[config.mk]
export PLATFORM = sky130hd
export DESIGN_NAME = cam_write_top
export DESIGN_NICKNAME = d
export VERILOG_FILES = /design/src/cam_pkg.sv /design/src/cam_write_top.sv /design/src/phrase_builder.sv /design/src/cam_coord_tracker.sv /design/src/cam_byte_pairer.sv
export VERILOG_INCLUDE_DIRS = /design/src
export SDC_FILE = /design/constraint.sdc
export NUM_CORES = 1
export LEC_CHECK = 0
export BUFFER_PORTS_ARGS = -buffer_cell sky130_fd_sc_hd__buf_4
export CAP_MARGIN = 20
export CORE_MARGIN = 2
export CORE_UTILIZATION = 52
export DETAILED_ROUTE_END_ITERATION = 8
export HOLD_SLACK_MARGIN = 0.02
export PLACE_DENSITY = 0.75
export SLEW_MARGIN = 10
export SYNTH_ARGS = -nofsm -noshare
export SYNTH_HDL_FRONTEND = slang
export SYNTH_SLANG_ARGS = --single-unit
[constraint.sdc]
create_clock -name sys_clk -period 7.6 [get_ports sys_clk]
set_clock_uncertainty 0.1 [all_clocks]
set_input_delay 0.76 -clock sys_clk [delete_from_list [all_inputs] [get_ports sys_clk]]
set_output_delay 0.76 -clock sys_clk [all_outputs]
set_load 0.01 [all_outputs]
[src/cam_settings.svh]
`ifndef CAM_SETTINGS_SVH
`define CAM_SETTINGS_SVH
`default_nettype none

// camera and pixel widths
`define CAM_BYTE_W 8
`define CAM_PIX_W 16

// memory phrase layout, eight RGB565 pixels per phrase
`define CAM_PHRASE_W 128
`define CAM_PIX_PER_PHRASE 8
`define CAM_ADDR_W 27

// coordinate counter widths
`define CAM_HCOUNT_W 13
`define CAM_VCOUNT_W 12

// reduced frame so a simulation run stays short
`define CAM_FRAME_W 16
`define CAM_FRAME_H 4

`define CAM_FB_BASE 27'h1000
`define CAM_SYNC_STAGES 2
`define CAM_DROP_W 8

`default_nettype wire
`endif
[src/cam_pkg.sv]
`include "cam_settings.svh"
`default_nettype none

package cam_pkg;

   typedef logic [`CAM_BYTE_W-1:0] cam_byte_t;
   typedef logic [`CAM_PIX_W-1:0] pixel_t;
   typedef logic [`CAM_PHRASE_W-1:0] phrase_t;
   typedef logic [`CAM_ADDR_W-1:0] ddr_addr_t;
   typedef logic [`CAM_HCOUNT_W-1:0] hcount_t;
   typedef logic [`CAM_VCOUNT_W-1:0] vcount_t;
   typedef logic [`CAM_DROP_W-1:0] drop_count_t;

   // pixel with its position, tracker to builder
   typedef struct packed {
      logic    valid;
      logic    newframe;
      hcount_t hcount;
      vcount_t vcount;
      pixel_t  data;
   } coord_pixel_t;

   // write command, sits in the low bits of a tuser phrase
   typedef struct packed {
      ddr_addr_t addr;
      ddr_addr_t stream_length;
      logic      wen;
   } channel_update_t;

   typedef struct packed {
      logic    tuser;
      phrase_t data;
   } phrase_beat_t;

   typedef enum logic {
      PHASE_HIGH = 1'b0,
      PHASE_LOW  = 1'b1
   } byte_phase_t;

   typedef enum logic {
      OUT_EMPTY = 1'b0,
      OUT_FULL  = 1'b1
   } out_state_t;

endpackage

`default_nettype wire

[src/cam_write_top.sv]
`timescale 1ns/1ps
`default_nettype none

module cam_write_top (
   input  logic                  sys_clk,
   input  logic                  sys_rst,
   input  logic                  cam_pclk_i,
   input  logic                  cam_hs_i,
   input  logic                  cam_vs_i,
   input  cam_pkg::cam_byte_t    cam_data_i,
   input  logic                  freeze_i,
   input  logic                  out_ready_i,
   output cam_pkg::phrase_beat_t out_beat_o,
   output logic                  out_valid_o,
   output cam_pkg::drop_count_t  drop_count_o
);

   logic pix_valid;
   cam_pkg::pixel_t pix_data;
   logic line_active;
   logic frame_blank;
   cam_pkg::coord_pixel_t coord_pix;

   // camera pins to RGB565 pixels
   cam_byte_pairer u_pairer (
      .sys_clk       (sys_clk),
      .sys_rst       (sys_rst),
      .cam_pclk_i    (cam_pclk_i),
      .cam_hs_i      (cam_hs_i),
      .cam_vs_i      (cam_vs_i),
      .cam_data_i    (cam_data_i),
      .pix_valid_o   (pix_valid),
      .pix_data_o    (pix_data),
      .line_active_o (line_active),
      .frame_blank_o (frame_blank)
   );

   cam_coord_tracker u_tracker (
      .sys_clk       (sys_clk),
      .sys_rst       (sys_rst),
      .pix_valid_i   (pix_valid),
      .pix_data_i    (pix_data),
      .line_active_i (line_active),
      .frame_blank_i (frame_blank),
      .coord_pix_o   (coord_pix)
   );

   // command plus data phrases toward the frame buffer
   phrase_builder u_builder (
      .sys_clk      (sys_clk),
      .sys_rst      (sys_rst),
      .coord_pix_i  (coord_pix),
      .freeze_i     (freeze_i),
      .out_ready_i  (out_ready_i),
      .out_beat_o   (out_beat_o),
      .out_valid_o  (out_valid_o),
      .drop_count_o (drop_count_o)
   );

endmodule

`default_nettype wire

[src/phrase_builder.sv]
`timescale 1ns/1ps
`include "cam_settings.svh"
`default_nettype none

module phrase_builder (
   input  logic                  sys_clk,
   input  logic                  sys_rst,
   input  cam_pkg::coord_pixel_t coord_pix_i,
   input  logic                  freeze_i,
   input  logic                  out_ready_i,
   output cam_pkg::phrase_beat_t out_beat_o,
   output logic                  out_valid_o,
   output cam_pkg::drop_count_t  drop_count_o
);

   localparam int SLOT_W = $clog2(`CAM_PIX_PER_PHRASE);
   localparam int LAST_SLOT = `CAM_PIX_PER_PHRASE - 1;
   localparam int FRAME_PHRASES = `CAM_FRAME_W * `CAM_FRAME_H / `CAM_PIX_PER_PHRASE;
   localparam int CMD_PAD = `CAM_PHRASE_W - $bits(cam_pkg::channel_update_t);

   logic freeze_q;
   logic new_frame;
   logic frame_live;
   logic [SLOT_W-1:0] slot_q;
   logic [SLOT_W-1:0] slot_base;
   cam_pkg::pixel_t pack_q [LAST_SLOT];
   cam_pkg::channel_update_t cmd;
   cam_pkg::phrase_t data_phrase;
   logic load_cmd;
   logic load_data;
   logic load_any;
   logic can_load;
   cam_pkg::phrase_beat_t next_beat;
   cam_pkg::phrase_beat_t beat_q;
   cam_pkg::out_state_t state;

   assign new_frame = coord_pix_i.valid & coord_pix_i.newframe;

   // freeze is decided by the first pixel, the rest of the frame follows it
   assign frame_live = new_frame ? ~freeze_i : ~freeze_q;

   // a new frame restarts packing at slot 0 with its own first pixel
   assign slot_base = new_frame ? '0 : slot_q;

   assign load_cmd = new_frame & ~freeze_i;
   assign load_data = coord_pix_i.valid & frame_live & (slot_base == SLOT_W'(LAST_SLOT));
   assign load_any = load_cmd | load_data;

   // register frees up in the same cycle it hands off its beat
   assign can_load = (state == cam_pkg::OUT_EMPTY) | out_ready_i;

   assign cmd.addr = `CAM_FB_BASE;
   assign cmd.stream_length = cam_pkg::ddr_addr_t'(FRAME_PHRASES);
   assign cmd.wen = 1'b1;

   // pixel k lands in bits 16k..16k+15, the eighth comes straight from the input
   always_comb begin
      for (int k = 0; k < LAST_SLOT; k++) begin
         data_phrase[k*`CAM_PIX_W +: `CAM_PIX_W] = pack_q[k];
      end
      data_phrase[LAST_SLOT*`CAM_PIX_W +: `CAM_PIX_W] = coord_pix_i.data;
   end

   always_comb begin
      if (load_cmd) begin
         next_beat.tuser = 1'b1;
         next_beat.data = {{CMD_PAD{1'b0}}, cmd};
      end else begin
         next_beat.tuser = 1'b0;
         next_beat.data = data_phrase;
      end
   end

   always_ff @(posedge sys_clk) begin
      if (sys_rst) begin
         freeze_q <= 1'b0;
         slot_q <= '0;
      end else if (coord_pix_i.valid) begin
         if (new_frame) begin
            freeze_q <= freeze_i;
         end
         if (frame_live) begin
            slot_q <= slot_base + 1'b1;
         end else begin
            slot_q <= slot_base;
         end
      end
   end

   always_ff @(posedge sys_clk) begin
      if (coord_pix_i.valid && frame_live && slot_base != SLOT_W'(LAST_SLOT)) begin
         pack_q[slot_base] <= coord_pix_i.data;
      end
   end

   // single output register, a phrase that finds it busy is lost and counted
   always_ff @(posedge sys_clk) begin
      if (sys_rst) begin
         state <= cam_pkg::OUT_EMPTY;
         drop_count_o <= '0;
      end else begin
         case (state)
            cam_pkg::OUT_EMPTY: begin
               if (load_any) begin
                  state <= cam_pkg::OUT_FULL;
               end
            end
            cam_pkg::OUT_FULL: begin
               if (out_ready_i && !load_any) begin
                  state <= cam_pkg::OUT_EMPTY;
               end
            end
         endcase
         if (load_any && !can_load && drop_count_o != '1) begin
            drop_count_o <= drop_count_o + 1'b1;
         end
      end
   end

   always_ff @(posedge sys_clk) begin
      if (load_any && can_load) begin
         beat_q <= next_beat;
      end
   end

   assign out_valid_o = (state == cam_pkg::OUT_FULL);
   assign out_beat_o = beat_q;

endmodule

`default_nettype wire

[src/cam_coord_tracker.sv]
`timescale 1ns/1ps
`default_nettype none

module cam_coord_tracker (
   input  logic                  sys_clk,
   input  logic                  sys_rst,
   input  logic                  pix_valid_i,
   input  cam_pkg::pixel_t       pix_data_i,
   input  logic                  line_active_i,
   input  logic                  frame_blank_i,
   output cam_pkg::coord_pixel_t coord_pix_o
);

   cam_pkg::hcount_t hcount_q;
   cam_pkg::vcount_t vcount_q;
   logic line_prev;
   logic valid_q;
   logic newframe_q;
   cam_pkg::hcount_t hcount_out;
   cam_pkg::vcount_t vcount_out;
   cam_pkg::pixel_t data_q;

   // position of the next pixel to arrive
   always_ff @(posedge sys_clk) begin
      if (sys_rst) begin
         hcount_q <= '0;
         vcount_q <= '0;
         line_prev <= 1'b0;
         valid_q <= 1'b0;
      end else begin
         line_prev <= line_active_i;
         valid_q <= pix_valid_i;
         if (frame_blank_i) begin
            hcount_q <= '0;
            vcount_q <= '0;
         end else if (line_prev && !line_active_i) begin
            // end of a line
            hcount_q <= '0;
            vcount_q <= vcount_q + 1'b1;
         end else if (pix_valid_i) begin
            hcount_q <= hcount_q + 1'b1;
         end
      end
   end

   always_ff @(posedge sys_clk) begin
      if (pix_valid_i) begin
         newframe_q <= (hcount_q == '0) && (vcount_q == '0);
         hcount_out <= hcount_q;
         vcount_out <= vcount_q;
         data_q <= pix_data_i;
      end
   end

   assign coord_pix_o = '{
      valid:    valid_q,
      newframe: newframe_q,
      hcount:   hcount_out,
      vcount:   vcount_out,
      data:     data_q
   };

endmodule

`default_nettype wire

[src/cam_byte_pairer.sv]
`timescale 1ns/1ps
`include "cam_settings.svh"
`default_nettype none

module cam_byte_pairer (
   input  logic               sys_clk,
   input  logic               sys_rst,
   input  logic               cam_pclk_i,
   input  logic               cam_hs_i,
   input  logic               cam_vs_i,
   input  cam_pkg::cam_byte_t cam_data_i,
   output logic               pix_valid_o,
   output cam_pkg::pixel_t    pix_data_o,
   output logic               line_active_o,
   output logic               frame_blank_o
);

   localparam int SYNC_W = `CAM_BYTE_W + 3;

   // camera pins bundled as {pclk, hs, vs, data}
   logic [SYNC_W-1:0] sync_q [`CAM_SYNC_STAGES];
   logic [SYNC_W-1:0] sync_out;
   logic pclk_s;
   logic pclk_prev;
   logic pclk_rise_q;
   cam_pkg::cam_byte_t byte_q;
   cam_pkg::cam_byte_t high_byte;
   cam_pkg::cam_byte_t low_byte;
   cam_pkg::byte_phase_t phase;
   logic pair_done;

   always_ff @(posedge sys_clk) begin
      if (sys_rst) begin
         for (int i = 0; i < `CAM_SYNC_STAGES; i++) begin
            sync_q[i] <= '0;
         end
      end else begin
         sync_q[0] <= {cam_pclk_i, cam_hs_i, cam_vs_i, cam_data_i};
         for (int i = 1; i < `CAM_SYNC_STAGES; i++) begin
            sync_q[i] <= sync_q[i-1];
         end
      end
   end

   assign sync_out = sync_q[`CAM_SYNC_STAGES-1];
   assign pclk_s = sync_out[SYNC_W-1];
   assign line_active_o = sync_out[SYNC_W-2];
   assign frame_blank_o = sync_out[SYNC_W-3];

   // registered rising edge of pclk, only counted inside a line
   always_ff @(posedge sys_clk) begin
      if (sys_rst) begin
         pclk_prev <= 1'b0;
         pclk_rise_q <= 1'b0;
      end else begin
         pclk_prev <= pclk_s;
         pclk_rise_q <= pclk_s & ~pclk_prev & line_active_o;
      end
   end

   // byte travels alongside the edge register
   always_ff @(posedge sys_clk) begin
      byte_q <= sync_out[`CAM_BYTE_W-1:0];
   end

   always_ff @(posedge sys_clk) begin
      if (sys_rst) begin
         phase <= cam_pkg::PHASE_HIGH;
         pair_done <= 1'b0;
         pix_valid_o <= 1'b0;
      end else begin
         pair_done <= 1'b0;
         pix_valid_o <= pair_done;
         if (!line_active_o) begin
            phase <= cam_pkg::PHASE_HIGH;
         end else if (pclk_rise_q) begin
            if (phase == cam_pkg::PHASE_HIGH) begin
               phase <= cam_pkg::PHASE_LOW;
            end else begin
               phase <= cam_pkg::PHASE_HIGH;
               pair_done <= 1'b1;
            end
         end
      end
   end

   always_ff @(posedge sys_clk) begin
      if (pclk_rise_q && phase == cam_pkg::PHASE_HIGH) begin
         high_byte <= byte_q;
      end
      if (pclk_rise_q && phase == cam_pkg::PHASE_LOW) begin
         low_byte <= byte_q;
      end
      if (pair_done) begin
         pix_data_o <= {high_byte, low_byte};
      end
   end

endmodule

`default_nettype wire

**Word-level counts from Yosys, hierarchy flattened**

Memories as Yosys holds them, arrays and structs flattened.
Cells that the tools add are included.

- Output and inout bits: 138
- Bits in registers: 231
- Bits of input ports: 15
- Memories: 2
- Memory bits (writable): 134

Memories:

| name | words | bits a word | read ports | clocked after memory_dff | write ports | RTL line | text |
|---|---|---|---|---|---|---|---|
| u_builder.pack_q | 7 | 16 | 7 | 0 | 1 | phrase_builder.sv:26 | `cam_pkg::pixel_t pack_q [LAST_SLOT];` |
| u_pairer.sync_q | 2 | 11 | 2 | 0 | 2 | cam_byte_pairer.sv:21 | `` logic [SYNC_W-1:0] sync_q [`CAM_SYNC_STAGES]; `` |

- Add/sub/neg operators: 4
- Mux-type cells: 16
- Equality and inequality tests: 3
- Reduce and logical (&&, ||, !) cells: 20
- Bitwise logic cells: 17

Operator list:

| cell | count |
|---|---|
| $mux W129 | 1 |
| $mux W11 | 2 |
| $add A13 B1 Y13 const B | 1 |
| $logic_not A13 Y1 | 1 |
| $add A12 B1 Y12 const B | 1 |
| $logic_not A12 Y1 | 1 |
| $logic_and A1 B1 Y1 | 10 |
| $mux W1 | 10 |
| $add A8 B1 Y8 const B | 1 |
| $ne A8 B8 Y1 const B | 1 |
| $not A1 Y1 | 7 |
| $and A1 B1 Y1 | 6 |
| $mux W3 | 2 |
| $reduce_or A3 Y1 | 2 |
| $or A1 B1 Y1 | 4 |
| $reduce_or A2 Y1 | 2 |
| $add A3 B1 Y3 const B | 1 |
| $eq A3 B3 Y1 const B | 1 |
| $logic_not A1 Y1 | 3 |
| $ne A3 B3 Y1 const B | 1 |
| $pmux W1 S2 | 1 |
| $reduce_and A2 Y1 | 1 |

**Depth between registers and ports, before layout**

Gate-level depths: netlist (run 1).

- Depth after elaboration: 9
- Gate-level depth with buffers: 11

**Modules after synthesis**

From an unflattened synthesis (run 1), not the netlist that was laid out.

- Cell total of the unflattened synthesis: 768
- Area total of the unflattened synthesis: 13,274.0 sq um

Modules (own cells, without submodules):

| module | cells each | instances | area an instance (sq um) |
|---|---|---|---|
| phrase_builder | 481 | 1 | 8,866.0 |
| cam_coord_tracker | 186 | 1 | 2,524.9 |
| cam_byte_pairer | 101 | 1 | 1,883.1 |

**Worst setup path before layout (run 1)**

OpenSTA, ideal clock, no wires.

- Path kind: input -> register
- Start: input port freeze_i
- End: register u_builder.beat_q (netlist bit u_builder.out_beat_o[0]), enable pin
- Setup time: 621 ps
- Data required time: 6,879 ps
- Stages: 6
- Data arrival time: 6,891 ps
- Path buffers: 3
- Setup slack: -12 ps
- Path through: and3b_1 > buf_4 > buf_2 > buf_2 > nor2_1 > nor2_1

RTL lines:

| what | RTL line | text |
|---|---|---|
| start: declaration | cam_write_top.sv:11 | `input logic freeze_i,` |
| $not A1 Y1 | phrase_builder.sv:45 | `assign load_cmd = new_frame & ~freeze_i;` |
| $and A1 B1 Y1 | phrase_builder.sv:45 |  |
| named net u_builder.load_cmd | phrase_builder.sv:29 | `logic load_cmd;` |
| $or A1 B1 Y1 | phrase_builder.sv:47 | `assign load_any = load_cmd \| load_data;` |
| $logic_and A1 B1 Y1 | phrase_builder.sv:121 | `if (load_any && can_load) begin` |
| end signal: assignment | phrase_builder.sv:122 | `beat_q <= next_beat;` |
| end: declaration | phrase_builder.sv:34 | `cam_pkg::phrase_beat_t beat_q;` |

The timed path passes the listed nets, and every way through them passes these cells.
A chain may end at the register's enable or synchronous reset.

**Worst setup path in the final report (run 1)**

- Start: register u_tracker.newframe_q
- End: register u_builder.beat_q (netlist bit u_builder.out_beat_o[27]), enable pin

- Word-level cells in the longest chain between the ends: 6

RTL lines:

| what | RTL line | text |
|---|---|---|
| start: declaration | cam_coord_tracker.sv:18 | `logic newframe_q;` |
| start signal: assignment | cam_coord_tracker.sv:48 | `newframe_q <= (hcount_q == '0) && (vcount_q == '0);` |
| $and A1 B1 Y1 (*) | phrase_builder.sv:37 | `assign new_frame = coord_pix_i.valid & coord_pix_i.newframe;` |
| $mux W3 or $mux W1 (tied branches) | phrase_builder.sv:43, phrase_builder.sv:40 |  |
| $eq A3 B3 Y1 or $and A1 B1 Y1 (tied branches) | phrase_builder.sv:46 | `assign load_data = coord_pix_i.valid & frame_live & (slot_base == SLOT_W'(LAST_SLOT));` |
| $and A1 B1 Y1 | phrase_builder.sv:46 |  |
| $or A1 B1 Y1 (*) | phrase_builder.sv:47 |  |
| $logic_and A1 B1 Y1 (*) | phrase_builder.sv:121 |  |

Every way passes the cells marked *; elsewhere a longest branch is shown, timed or not.

==> impl_metrics.yaml, run 1 <==
sta:
  relSlewSlack_pct: 35.2
  finalHoldViolations: 0
  min_period_ns: 3.59
  min_period_over_period_pct: 47.2
  tightest_slew_ns: 0.971
  fin_tns_setup_ns: 0
  slew_violations: 0
  rsz0062_at_grt: "no"
  setup_slack_ns: 4.01
  fmaxAchievable_ghz: 0.279
  setup_viol: 0
pwr:
  irDropWorstVdd_mv: 0.225
  p_switching_mw: 0.705
  finalPower_mw: 3.91
  power_frac_comb_pct: 0.5
  p_int_mw: 3.20
  p_seq_share_pct: 54.7
  p_sw_share_pct: 18.1
  powerDensity_mw_per_mm2: 256
  p_leak_nw: 5.34
  p_clk_share_pct: 44.8
detailed_routing:
  drt-vias-per-instance: 4.98
  vias: 6301
  drt-total-wl_um: 21200
  first_pass_iters: 5
  drt_iter0_markers: 352
  ant_nets: 0
  drc_errors: 0
  wire_per_inst_um: 16.8
layout:
  final_common_cell: "edfxtp_1"
  n_fill_cell: 1574
  diodes: 0
  final_cell_mix: "edfxtp_1 (290), buf_4 (163), nor2b_1 (152)"
  areaGrowthSynthToFinish_pct: 22.1
  fin_nets: 940
  multi_input_area_mm2: 0.00215
  drive_above_1_share_pct: 25.0
  seq_area_mm2: 0.0102
grt:
  grt_max_degree: 101
  antenna_found_initial: 0
  grt_usage_pct: 16.8
  grt_pass1_wl_um: 33000
  grt_overflow: 0
  first_global_vias: 6048
clock_network:
  cts-root-buf: "clkbuf_16"
  cts_setup_buffers: 0
  cts_buffer_depth: 3
  cts_sinks: 365
  ctsHtreeMaxLevel: 2
  path_clk_slew_ns: 0.06
  cts_made_buffers: 36
  cts_tree: "yes"
  clock_latency_ns: 0.52
  cts_resized: 0
  cts_hold_buf: 0
yosys:
  synth_top_area_cell: "edfxtp_1"
  ys.warnings.count: 0
  synth_fp_nets: 763
  synth_top_cell_area_share_pct: 69.8
  synthTopCellsByArea: "edfxtp_1 (70%), dfxtp_1 (12%), nor2b_1 (7.6%)"
  syn_inst: 741
  ys_seq_area_share_pct: 81.9
  synth_area_mm2: 0.0125
  synth_cell_type_count: 42
  ys_ff_latch: 365
  syn_avg_cell_area_um2: 16.8
die:
  die-width_um: 159
  fp.dieH_um: 159
  core_area_mm2: 0.0235
  dieArea_mm2: 0.0252
  std_cell_rows: 56
  start_util_pct: 53.1
  ios: 153
critical_path:
  r2r_cells: 10
  worst-path-max-fanout: 83
  slowest_stage: "buf_4"
  endpoint_kind: "register"
  worstSetupStartpointType: "register"
  rrSetupSlack_ns: 4.01
  critPathArrivalTime_ns: 3.61
  required_ns: 7.62
  slowest_delay_ns: 0.88
  r2r_start: "u_tracker.newframe_q"
  cp_cell_sequence: "nand2_1, nand2_1, inv_1, ha_1, ha_1, and4bb_2, nor2_1, nor2_4, buf_4, buf_4"
  critical_path.reg2reg.endpoint: "u_builder.out_beat_o[27]"
  critical_path_class: "register to register"
hold_path:
  hold_class: "register to register"
  holdPathStages: 0
  hold_start: "u_pairer.sync_q[0][12]"
  holdPathEnd: "u_pairer.byte_q[1]"
job:
  drv_cap: 0
placement:
  place_congestion: 0.789
  dp_hpwl_um: 13400
  place_ws_ns: 3.97
  io_buffers: 152
status:
  outcome: "finished, final reports clean"
==> cells by family after synthesis <==
| family | Yosys count | share of synthesized area, % |
|---|---|---|
| DFF | 365 | 81.9 |
| adders and majority gates | 7 | 0.702 |
| buffers and inverters | 37 | 1.28 |
| and+or+nand+nor | 280 | 13.0 |
| AOI/OAI and AO/OA | 28 | 1.43 |
| muxes | 2 | 0.161 |
| xor gates and xnor gates | 22 | 1.55 |
==> per-layer routing <==
metal  share of wire [%]  track usage, %  vias to the layer above
li1                    -               -                     3006
met1                  41            21.2                     3051
met2                  50            28.7                      205
met3                 6.0            3.79                       39
met4                 2.5            5.79                        0
met5                   0               0                        -
==> flip-flops by register name (all words and copies together), names as in the netlist, 3 cells and up <==
| register | flops |
|---|---|
| u_builder.drop_count_o | 8 |
| u_tracker.hcount_q | 13 |
| u_builder.slot_q | 3 |
| u_builder.pack_q | 112 |
| u_builder.out_beat_o | 129 |
| u_pairer.sync_q | 22 |
| u_pairer.high_byte | 8 |
| u_tracker.vcount_q | 12 |
| u_pairer.low_byte | 8 |
| u_tracker.data_q | 16 |
| u_pairer.pix_data_o | 16 |
| u_pairer.byte_q | 8 |
==> cells in the mapped netlist <==
| cell | number |
|---|---|
| and3b_1 | 1 |
| nor4b_1 | 3 |
| mux2i_1 | 2 |
| nor3b_1 | 1 |
| buf_2 | 5 |
| a21oi_1 | 12 |
| nor2b_1 | 152 |
| a211oi_1 | 1 |
| nand3b_1 | 1 |
| inv_1 | 13 |
| nand2_1 | 22 |
| nand4b_1 | 2 |
| ha_1 | 7 |
| and4_1 | 1 |
| o31a_1 | 1 |
| xnor2_1 | 14 |
| o21ai_0 | 7 |
| and2b_2 | 1 |
| buf_4 | 2 |
| clkbuf_1 | 15 |
| and2_1 | 2 |
| nor3_1 | 13 |
| nor2_1 | 31 |
| and4bb_2 | 1 |
| buf_1 | 1 |
| xor2_1 | 8 |
| and3_1 | 1 |
| dfxtp_1 | 75 |
| o21bai_1 | 2 |
| or3_1 | 6 |
| buf_6 | 1 |
| nor4_1 | 10 |
| o311a_1 | 2 |
| o21ai_4 | 1 |
| nand2b_1 | 1 |
| or4_1 | 1 |
| edfxtp_1 | 290 |
| or2_2 | 6 |
| o31ai_1 | 1 |
| nand4_1 | 14 |
| nand3_1 | 10 |
| o2111ai_1 | 1 |
==> critical path, delay by kind of cell, from the launching register on <==
kind,cells,cell delay (ns)
adder cells (fa/ha/maj),2,0.31
buffers and inverters,3,1.52
flip-flops,1,0.46
AND/OR/NAND/NOR,5,0.78
==> power groups by stage <==
stage               sequential (mW)  clock [mW]  combinational, mW
CTS                            2.14        1.79             0.0186
global route                   2.14        1.87             0.0206
detailed placement             2.18           0             0.0184
finish                         2.14        1.75             0.0181
global placement               2.18           0             0.0182
floorplan                      2.18           0             0.0109
==> area by class of cell <==
| class | instances | share of cell area [%] |
|---|---|---|
| well taps | 319 | 2.62 |
| clock buffers | 48 | 6.48 |
| multi-input cells | 339 | 14.1 |
| inverters | 13 | 0.320 |
| clock inverters | 17 | 1.36 |
| flip-flops and latches | 365 | 67.1 |
| repair buffers | 163 | 8.04 |
==> worst max path at each step <==
| stage | to | depth (start not counted) | start | slack [ns] |
|---|---|---|---|---|
| final | u_builder.out_beat_o[27] | 10 | u_tracker.newframe_q | 4.01 |
| after global routing | u_builder.out_beat_o[59] | 10 | u_tracker.newframe_q | 3.73 |
| after CTS | u_builder.out_beat_o[55] | 10 | u_tracker.newframe_q | 4.01 |
| after detailed placement | u_builder.out_beat_o[58] | 6 | freeze_i | 3.97 |
| after global placement | u_builder.out_beat_o[26] | 6 | freeze_i | 4.00 |
| after floorplan | u_builder.out_beat_o[0] | 6 | freeze_i | 2.22 |
==> stage by stage <==
step                cells  hold WS, ns  cell area [um^2]  utilization, %
floorplan             741        0.210             12500               -
global placement     1199        0.212             14000            59.8
detailed placement   1199        0.212             14000            59.8
CTS                  1264        0.227             15200            64.9
global route         1264        0.230             15200            64.9
finish               1264        0.228             15200            64.9
(Power assumes the default switching activity.)
==> run 2: changes to the inputs <==
--- a/config.mk
+++ b/config.mk
@@ -9,10 +9,10 @@
 export BUFFER_PORTS_ARGS = -buffer_cell sky130_fd_sc_hd__buf_4
 export CAP_MARGIN = 20
 export CORE_MARGIN = 2
-export CORE_UTILIZATION = 52
+export CORE_UTILIZATION = 55
 export DETAILED_ROUTE_END_ITERATION = 8
 export HOLD_SLACK_MARGIN = 0.02
-export PLACE_DENSITY = 0.75
+export PLACE_DENSITY = 0.76
 export SLEW_MARGIN = 10
 export SYNTH_ARGS = -nofsm -noshare
 export SYNTH_HDL_FRONTEND = slang
==> constraint.sdc (replaced) <==
create_clock -name sys_clk -period 3.3 [get_ports sys_clk]
set_clock_uncertainty 0.1 [all_clocks]
set_input_delay 0.33 -clock sys_clk [delete_from_list [all_inputs] [get_ports sys_clk]]
set_output_delay 0.33 -clock sys_clk [all_outputs]
set_load 0.01 [all_outputs]
==> impl_metrics.yaml, run 2 (synthesis results as in run 1) <==
status:
  outcome: "finished, final reports clean"
sta:
  min_period_over_period_pct: 89.3
  finalHoldViolations: 0
  rsz0062_at_grt: "no"
  min_period_ns: 2.95
  tightest_slew_ns: 0.709
  fmaxAchievable_ghz: 0.339
  holdWs_ns: 0.128
  fin_tns_setup_ns: 0
  relSlewSlack_pct: 52.6
  slew_violations: 0
  setup_viol: 0
die:
  std_cell_rows: 55
  die-width_um: 155
  fp.dieH_um: 155
  ios: 153
  core_area_mm2: 0.0224
  start_util_pct: 55.6
  dieArea_mm2: 0.0239
pwr:
  irDropWorstVdd_mv: 0.387
  power_frac_comb_pct: 0.6
  powerDensity_mw_per_mm2: 587
  p_clk_share_pct: 45.0
  finalPower_mw: 9.05
  p_switching_mw: 1.62
  p_sw_share_pct: 17.9
  p_int_mw: 7.43
  p_seq_share_pct: 54.4
  p_leak_nw: 5.44
placement:
  placed_cell_area_mm2: 0.0141
  io_buffers: 152
  place_congestion: 0.803
  dp_hpwl_um: 13800
layout:
  areaGrowthSynthToFinish_pct: 23.5
  multi_input_area_mm2: 0.00217
  final_cell_mix: "edfxtp_1 (290), buf_4 (163), nor2b_1 (152)"
  n_fill_cell: 1452
  final_common_cell: "edfxtp_1"
  design_area_mm2: 0.0154
  diodes: 0
  largest_register_ffs: 129
  fin_nets: 955
  post-route-util_pct: 68.7
  seq_area_mm2: 0.0102
  drive_above_1_share_pct: 25.4
critical_path:
  slowest_stage: "dfxtp_1"
  worst-path-max-fanout: 16
  cp_cell_sequence: "nand2_2, nand2_2, inv_2, ha_1, ha_1, nand4b_1, or2_2, nor4b_4, buf_4"
  path_buf_inv: 2
  endpoint_kind: "register"
  required_ns: 3.40
  critPathArrivalTime_ns: 3.04
  cp_top_family: "simple AND/OR/NAND/NOR gates"
  slowest_delay_ns: 0.53
  worstSetupStartpointType: "register"
  critical_path_class: "register to register"
detailed_routing:
  vias: 6414
  wire_per_inst_um: 17.7
  drt-vias-per-instance: 5.16
  drt_iter0_markers: 371
  ant_nets: 0
  drt-total-wl_um: 22000
  first_pass_iters: 4
  drc_errors: 0
clock_network:
  path_clk_slew_ns: 0.06
  cts_buffer_depth: 3
  ctsHtreeMaxLevel: 2
  cts_sinks: 365
  clock_latency_ns: 0.51
  cts_made_buffers: 36
  cts-root-buf: "clkbuf_16"
  cts_resized: 0
  cts_tree: "yes"
job:
  drv_cap: 0
grt:
  first_global_vias: 6353
  antenna_found_initial: 0
  grt_pass1_wl_um: 33800
  grt_usage_pct: 18.6
  grt_overflow: 0
  grt_max_degree: 58
hold_path:
  hold_class: "primary input to register"
==> run 2: cell count changes in the layout (fill, tap and decap cells not counted), sizes merged <==
cell	change
buf	+3
bufinv	-1
clkbuf	+2
clkinvlp	-1
dlygate4sd3	+12
inv	-1
==> run 2: worst paths after layout <==
kind	from	endpoint	slack (ns)	cells past startpoint
setup / recovery	u_tracker.valid_q	u_builder.pack_q[1][2]	0.35	9
hold / removal	sys_rst	u_pairer.sync_q[0][19]	0.13	2
setup reg to reg	u_tracker.valid_q	u_builder.pack_q[1][2]	0.35	9
hold reg to reg	u_pairer.sync_q[0][16]	u_pairer.byte_q[5]	0.22	0
==> run 2: per-stage QoR <==
| step | std cells | worst slack [ns] |
|---|---|---|
| 6_report | 1244 | 0.352 |
| 5_1_grt | 1244 | 0.163 |
| 4_1_cts | 1244 | 0.390 |
| 3_5_place_dp | 1168 | 0.382 |
| 3_3_place_gp | 1168 | 0.504 |
| 2_1_floorplan | 741 | -0.430 |
==> run 2: metal layers <==
| metal | routed length [um] | track usage [%] | up-vias |
|---|---|---|---|
| met4 | 616 | 7.01 | 0 |
| met5 | 0 | 0 | - |
| met1 | 8610 | 22.9 | 3096 |
| met2 | 11300 | 32.5 | 224 |
| li1 | - | - | 3052 |
| met3 | 1530 | 4.26 | 42 |
==> run 2: power by group through the flow <==
stage          combinational, mW  sequential [mW]  clock, mW
2_1_floorplan             0.0252             5.02          0
3_3_place_gp              0.0411             5.02          0
3_5_place_dp              0.0423             5.02          0
4_1_cts                   0.0540             4.92       4.15
5_1_grt                   0.0599             4.92       4.33
6_report                  0.0541             4.92       4.07
==> run 2: final cells by class <==
class | count | area share, %
Inverter | 13 | 0.317
Multi-Input combinational cell | 339 | 14.1
Clock buffer | 50 | 6.88
Sequential cell | 365 | 66.3
Timing Repair Buffer | 178 | 9.11
Tap cell | 285 | 2.32
Clock inverter | 14 | 0.999
==> run 2: timing repair <==
item | CTS | global route
hold endpoints to repair | 12 | 0
buffers inserted | 0 | 0
hold buffers | 12 | 0
==> run 3: changes to the inputs <==
--- a/config.mk
+++ b/config.mk
@@ -10,6 +10,7 @@
 export CAP_MARGIN = 20
 export CORE_MARGIN = 2
 export CORE_UTILIZATION = 55
+export CTS_CLUSTER_DIAMETER = 60
 export DETAILED_ROUTE_END_ITERATION = 8
 export HOLD_SLACK_MARGIN = 0.02
 export PLACE_DENSITY = 0.76
==> constraint.sdc (replaced) <==
create_clock -name sys_clk -period 3.1 [get_ports sys_clk]
set_clock_uncertainty 0.1 [all_clocks]
set_input_delay 0.31 -clock sys_clk [delete_from_list [all_inputs] [get_ports sys_clk]]
set_output_delay 0.31 -clock sys_clk [all_outputs]
set_load 0.01 [all_outputs]
==> impl_metrics.yaml, run 3 (synthesis results as in run 1) <==
layout:
  diodes: 0
  n_fill_cell: 1430
  areaGrowthSynthToFinish_pct: 23.5
  final_cell_mix: "edfxtp_1 (290), buf_4 (165), nor2b_1 (152)"
  fin_nets: 957
  drive_above_1_share_pct: 25.9
  largest_register_ffs: 129
  final-instance-count-excl-fill: 1247
  final_common_cell: "edfxtp_1"
pwr:
  power_frac_comb_pct: 0.6
  p_sw_share_pct: 18.8
  p_switching_mw: 1.80
  p_clk_share_pct: 44.8
  irDropWorstVdd_mv: 0.555
  finalPower_mw: 9.58
  p_leak_nw: 5.44
  p_int_mw: 7.78
  powerDensity_mw_per_mm2: 622
  p_seq_share_pct: 54.6
grt:
  grt_usage_pct: 18.5
  grt_max_degree: 130
  first_global_vias: 6200
  antenna_found_initial: 0
  grt_pass1_wl_um: 33800
  grt_overflow: 0
sta:
  finalHoldViolations: 0
  fin_tns_setup_ns: 0
  relSlewSlack_pct: 51.2
  min_period_over_period_pct: 88.8
  rsz0062_at_grt: "no"
  setup_viol: 0
  slew_violations: 0
  min_period_ns: 2.75
  holdWs_ns: 0.103
  fmaxAchievable_ghz: 0.363
  tightest_slew_ns: 0.730
die:
  dieArea_mm2: 0.0239
  ios: 153
  die-width_um: 155
  std_cell_rows: 55
  start_util_pct: 55.6
  fp.dieH_um: 155
  core_area_mm2: 0.0224
clock_network:
  cts_made_buffers: 36
  ctsHtreeMaxLevel: 2
  clock_latency_ns: 0.51
  cts_tree: "yes"
  path_clk_slew_ns: 0.06
  cts_sinks: 365
  cts-root-buf: "clkbuf_16"
  cts_buffer_depth: 3
  cts_setup_buffers: 0
critical_path:
  worst-path-max-fanout: 16
  cp_cell_sequence: "nand2_2, nand2_2, inv_2, ha_1, ha_1, nand4b_1, or2_2, nor4b_4, buf_4"
  slowest_stage: "dfxtp_1"
  slowest_delay_ns: 0.52
  required_ns: 3.20
  endpoint_kind: "register"
  worstSetupStartpointType: "register"
  critPathArrivalTime_ns: 2.85
  critical_path_class: "register to register"
detailed_routing:
  drc_errors: 0
  drt_iter0_markers: 457
  wire_per_inst_um: 17.9
  drt-total-wl_um: 22400
  ant_nets: 0
  first_pass_iters: 5
  drt-vias-per-instance: 5.20
  vias: 6482
placement:
  io_buffers: 152
  place_inst: 1170
  dp_hpwl_um: 13600
  place_congestion: 0.827
status:
  outcome: "finished, final reports clean"
job:
  drv_cap: 0
hold_path:
  hold_class: "primary input to register"
==> run 3: cell types whose count changed in the layout (fill, tap and decap cells not counted) <==
cell,delta
inv_6,+2
clkbuf_1,-3
clkinv_4,+3
clkbuf_2,-2
bufinv_16,-1
buf_4,+2
inv_1,-1
clkbuf_8,-4
clkbuf_16,+1
clkinv_2,+4
clkinv_1,+2
==> run 3: timing repair <==
| item | CTS | global route |
|---|---|---|
| resized for setup | 0 | 0 |
| hold buffers | 12 | 0 |
| endpoints found under the setup margin | 0 | 0 |
| endpoints found under the hold margin | 12 | 0 |
==> run 3: critical path: cells and delay by family, from the launching register on <==
family,cells,cell delay [ns]
and+or+nand+nor,5,1.09
DFF,1,0.52
adders and majority gates,2,0.38
buffers and inverters,2,0.35
==> run 3: path summary, 6_finish.rpt <==
kind	start	end	slack (ns)	cells past startpoint
setup / recovery	u_tracker.valid_q	u_builder.pack_q[1][15]	0.35	9
hold / removal	sys_rst	u_pairer.sync_q[0][16]	0.10	2
setup reg to reg	u_tracker.valid_q	u_builder.pack_q[1][15]	0.35	9
hold reg to reg	u_pairer.sync_q[0][15]	u_pairer.byte_q[4]	0.23	0
==> run 3: power by group through the flow <==
stage	clock network [mW]	logic [mW]	registers, mW
global route	4.56	0.0629	5.24
CTS	4.38	0.0570	5.24
global placement	0	0.0439	5.34
finish	4.29	0.0573	5.24
detailed placement	0	0.0449	5.34
floorplan	0	0.0268	5.34
==> run 3: layer usage <==
layer	GRT usage, %	wire length [um]	vias up
met5	0	0	-
met4	7.63	729	0
met3	3.59	1350	57
met2	30.5	11100	235
met1	24.6	9190	3139
li1	-	-	3051
==> run 3: per-stage QoR <==
step           setup slack, ns  area [um^2]  utilization [%]
3_5_place_dp             0.414        14100             62.8
3_3_place_gp             0.484        14100             62.8
4_1_cts                  0.376        15400             68.7
5_1_grt                  0.230        15400             68.7
6_report                 0.348        15400             68.7
2_1_floorplan           -0.630        12500                -
==> run 3: layout make-up <==
type / count / area, um^2 / share of cell area [%]
timing repair buffer: 180 / 1420 / 9.21
tap: 285 / 357 / 2.31
clock buffer: 42 / 1010 / 6.55
inverter: 13 / 48.8 / 0.317
multi-input combinational: 339 / 2170 / 14.1
clock inverter: 23 / 191 / 1.24
sequential: 365 / 10200 / 66.3
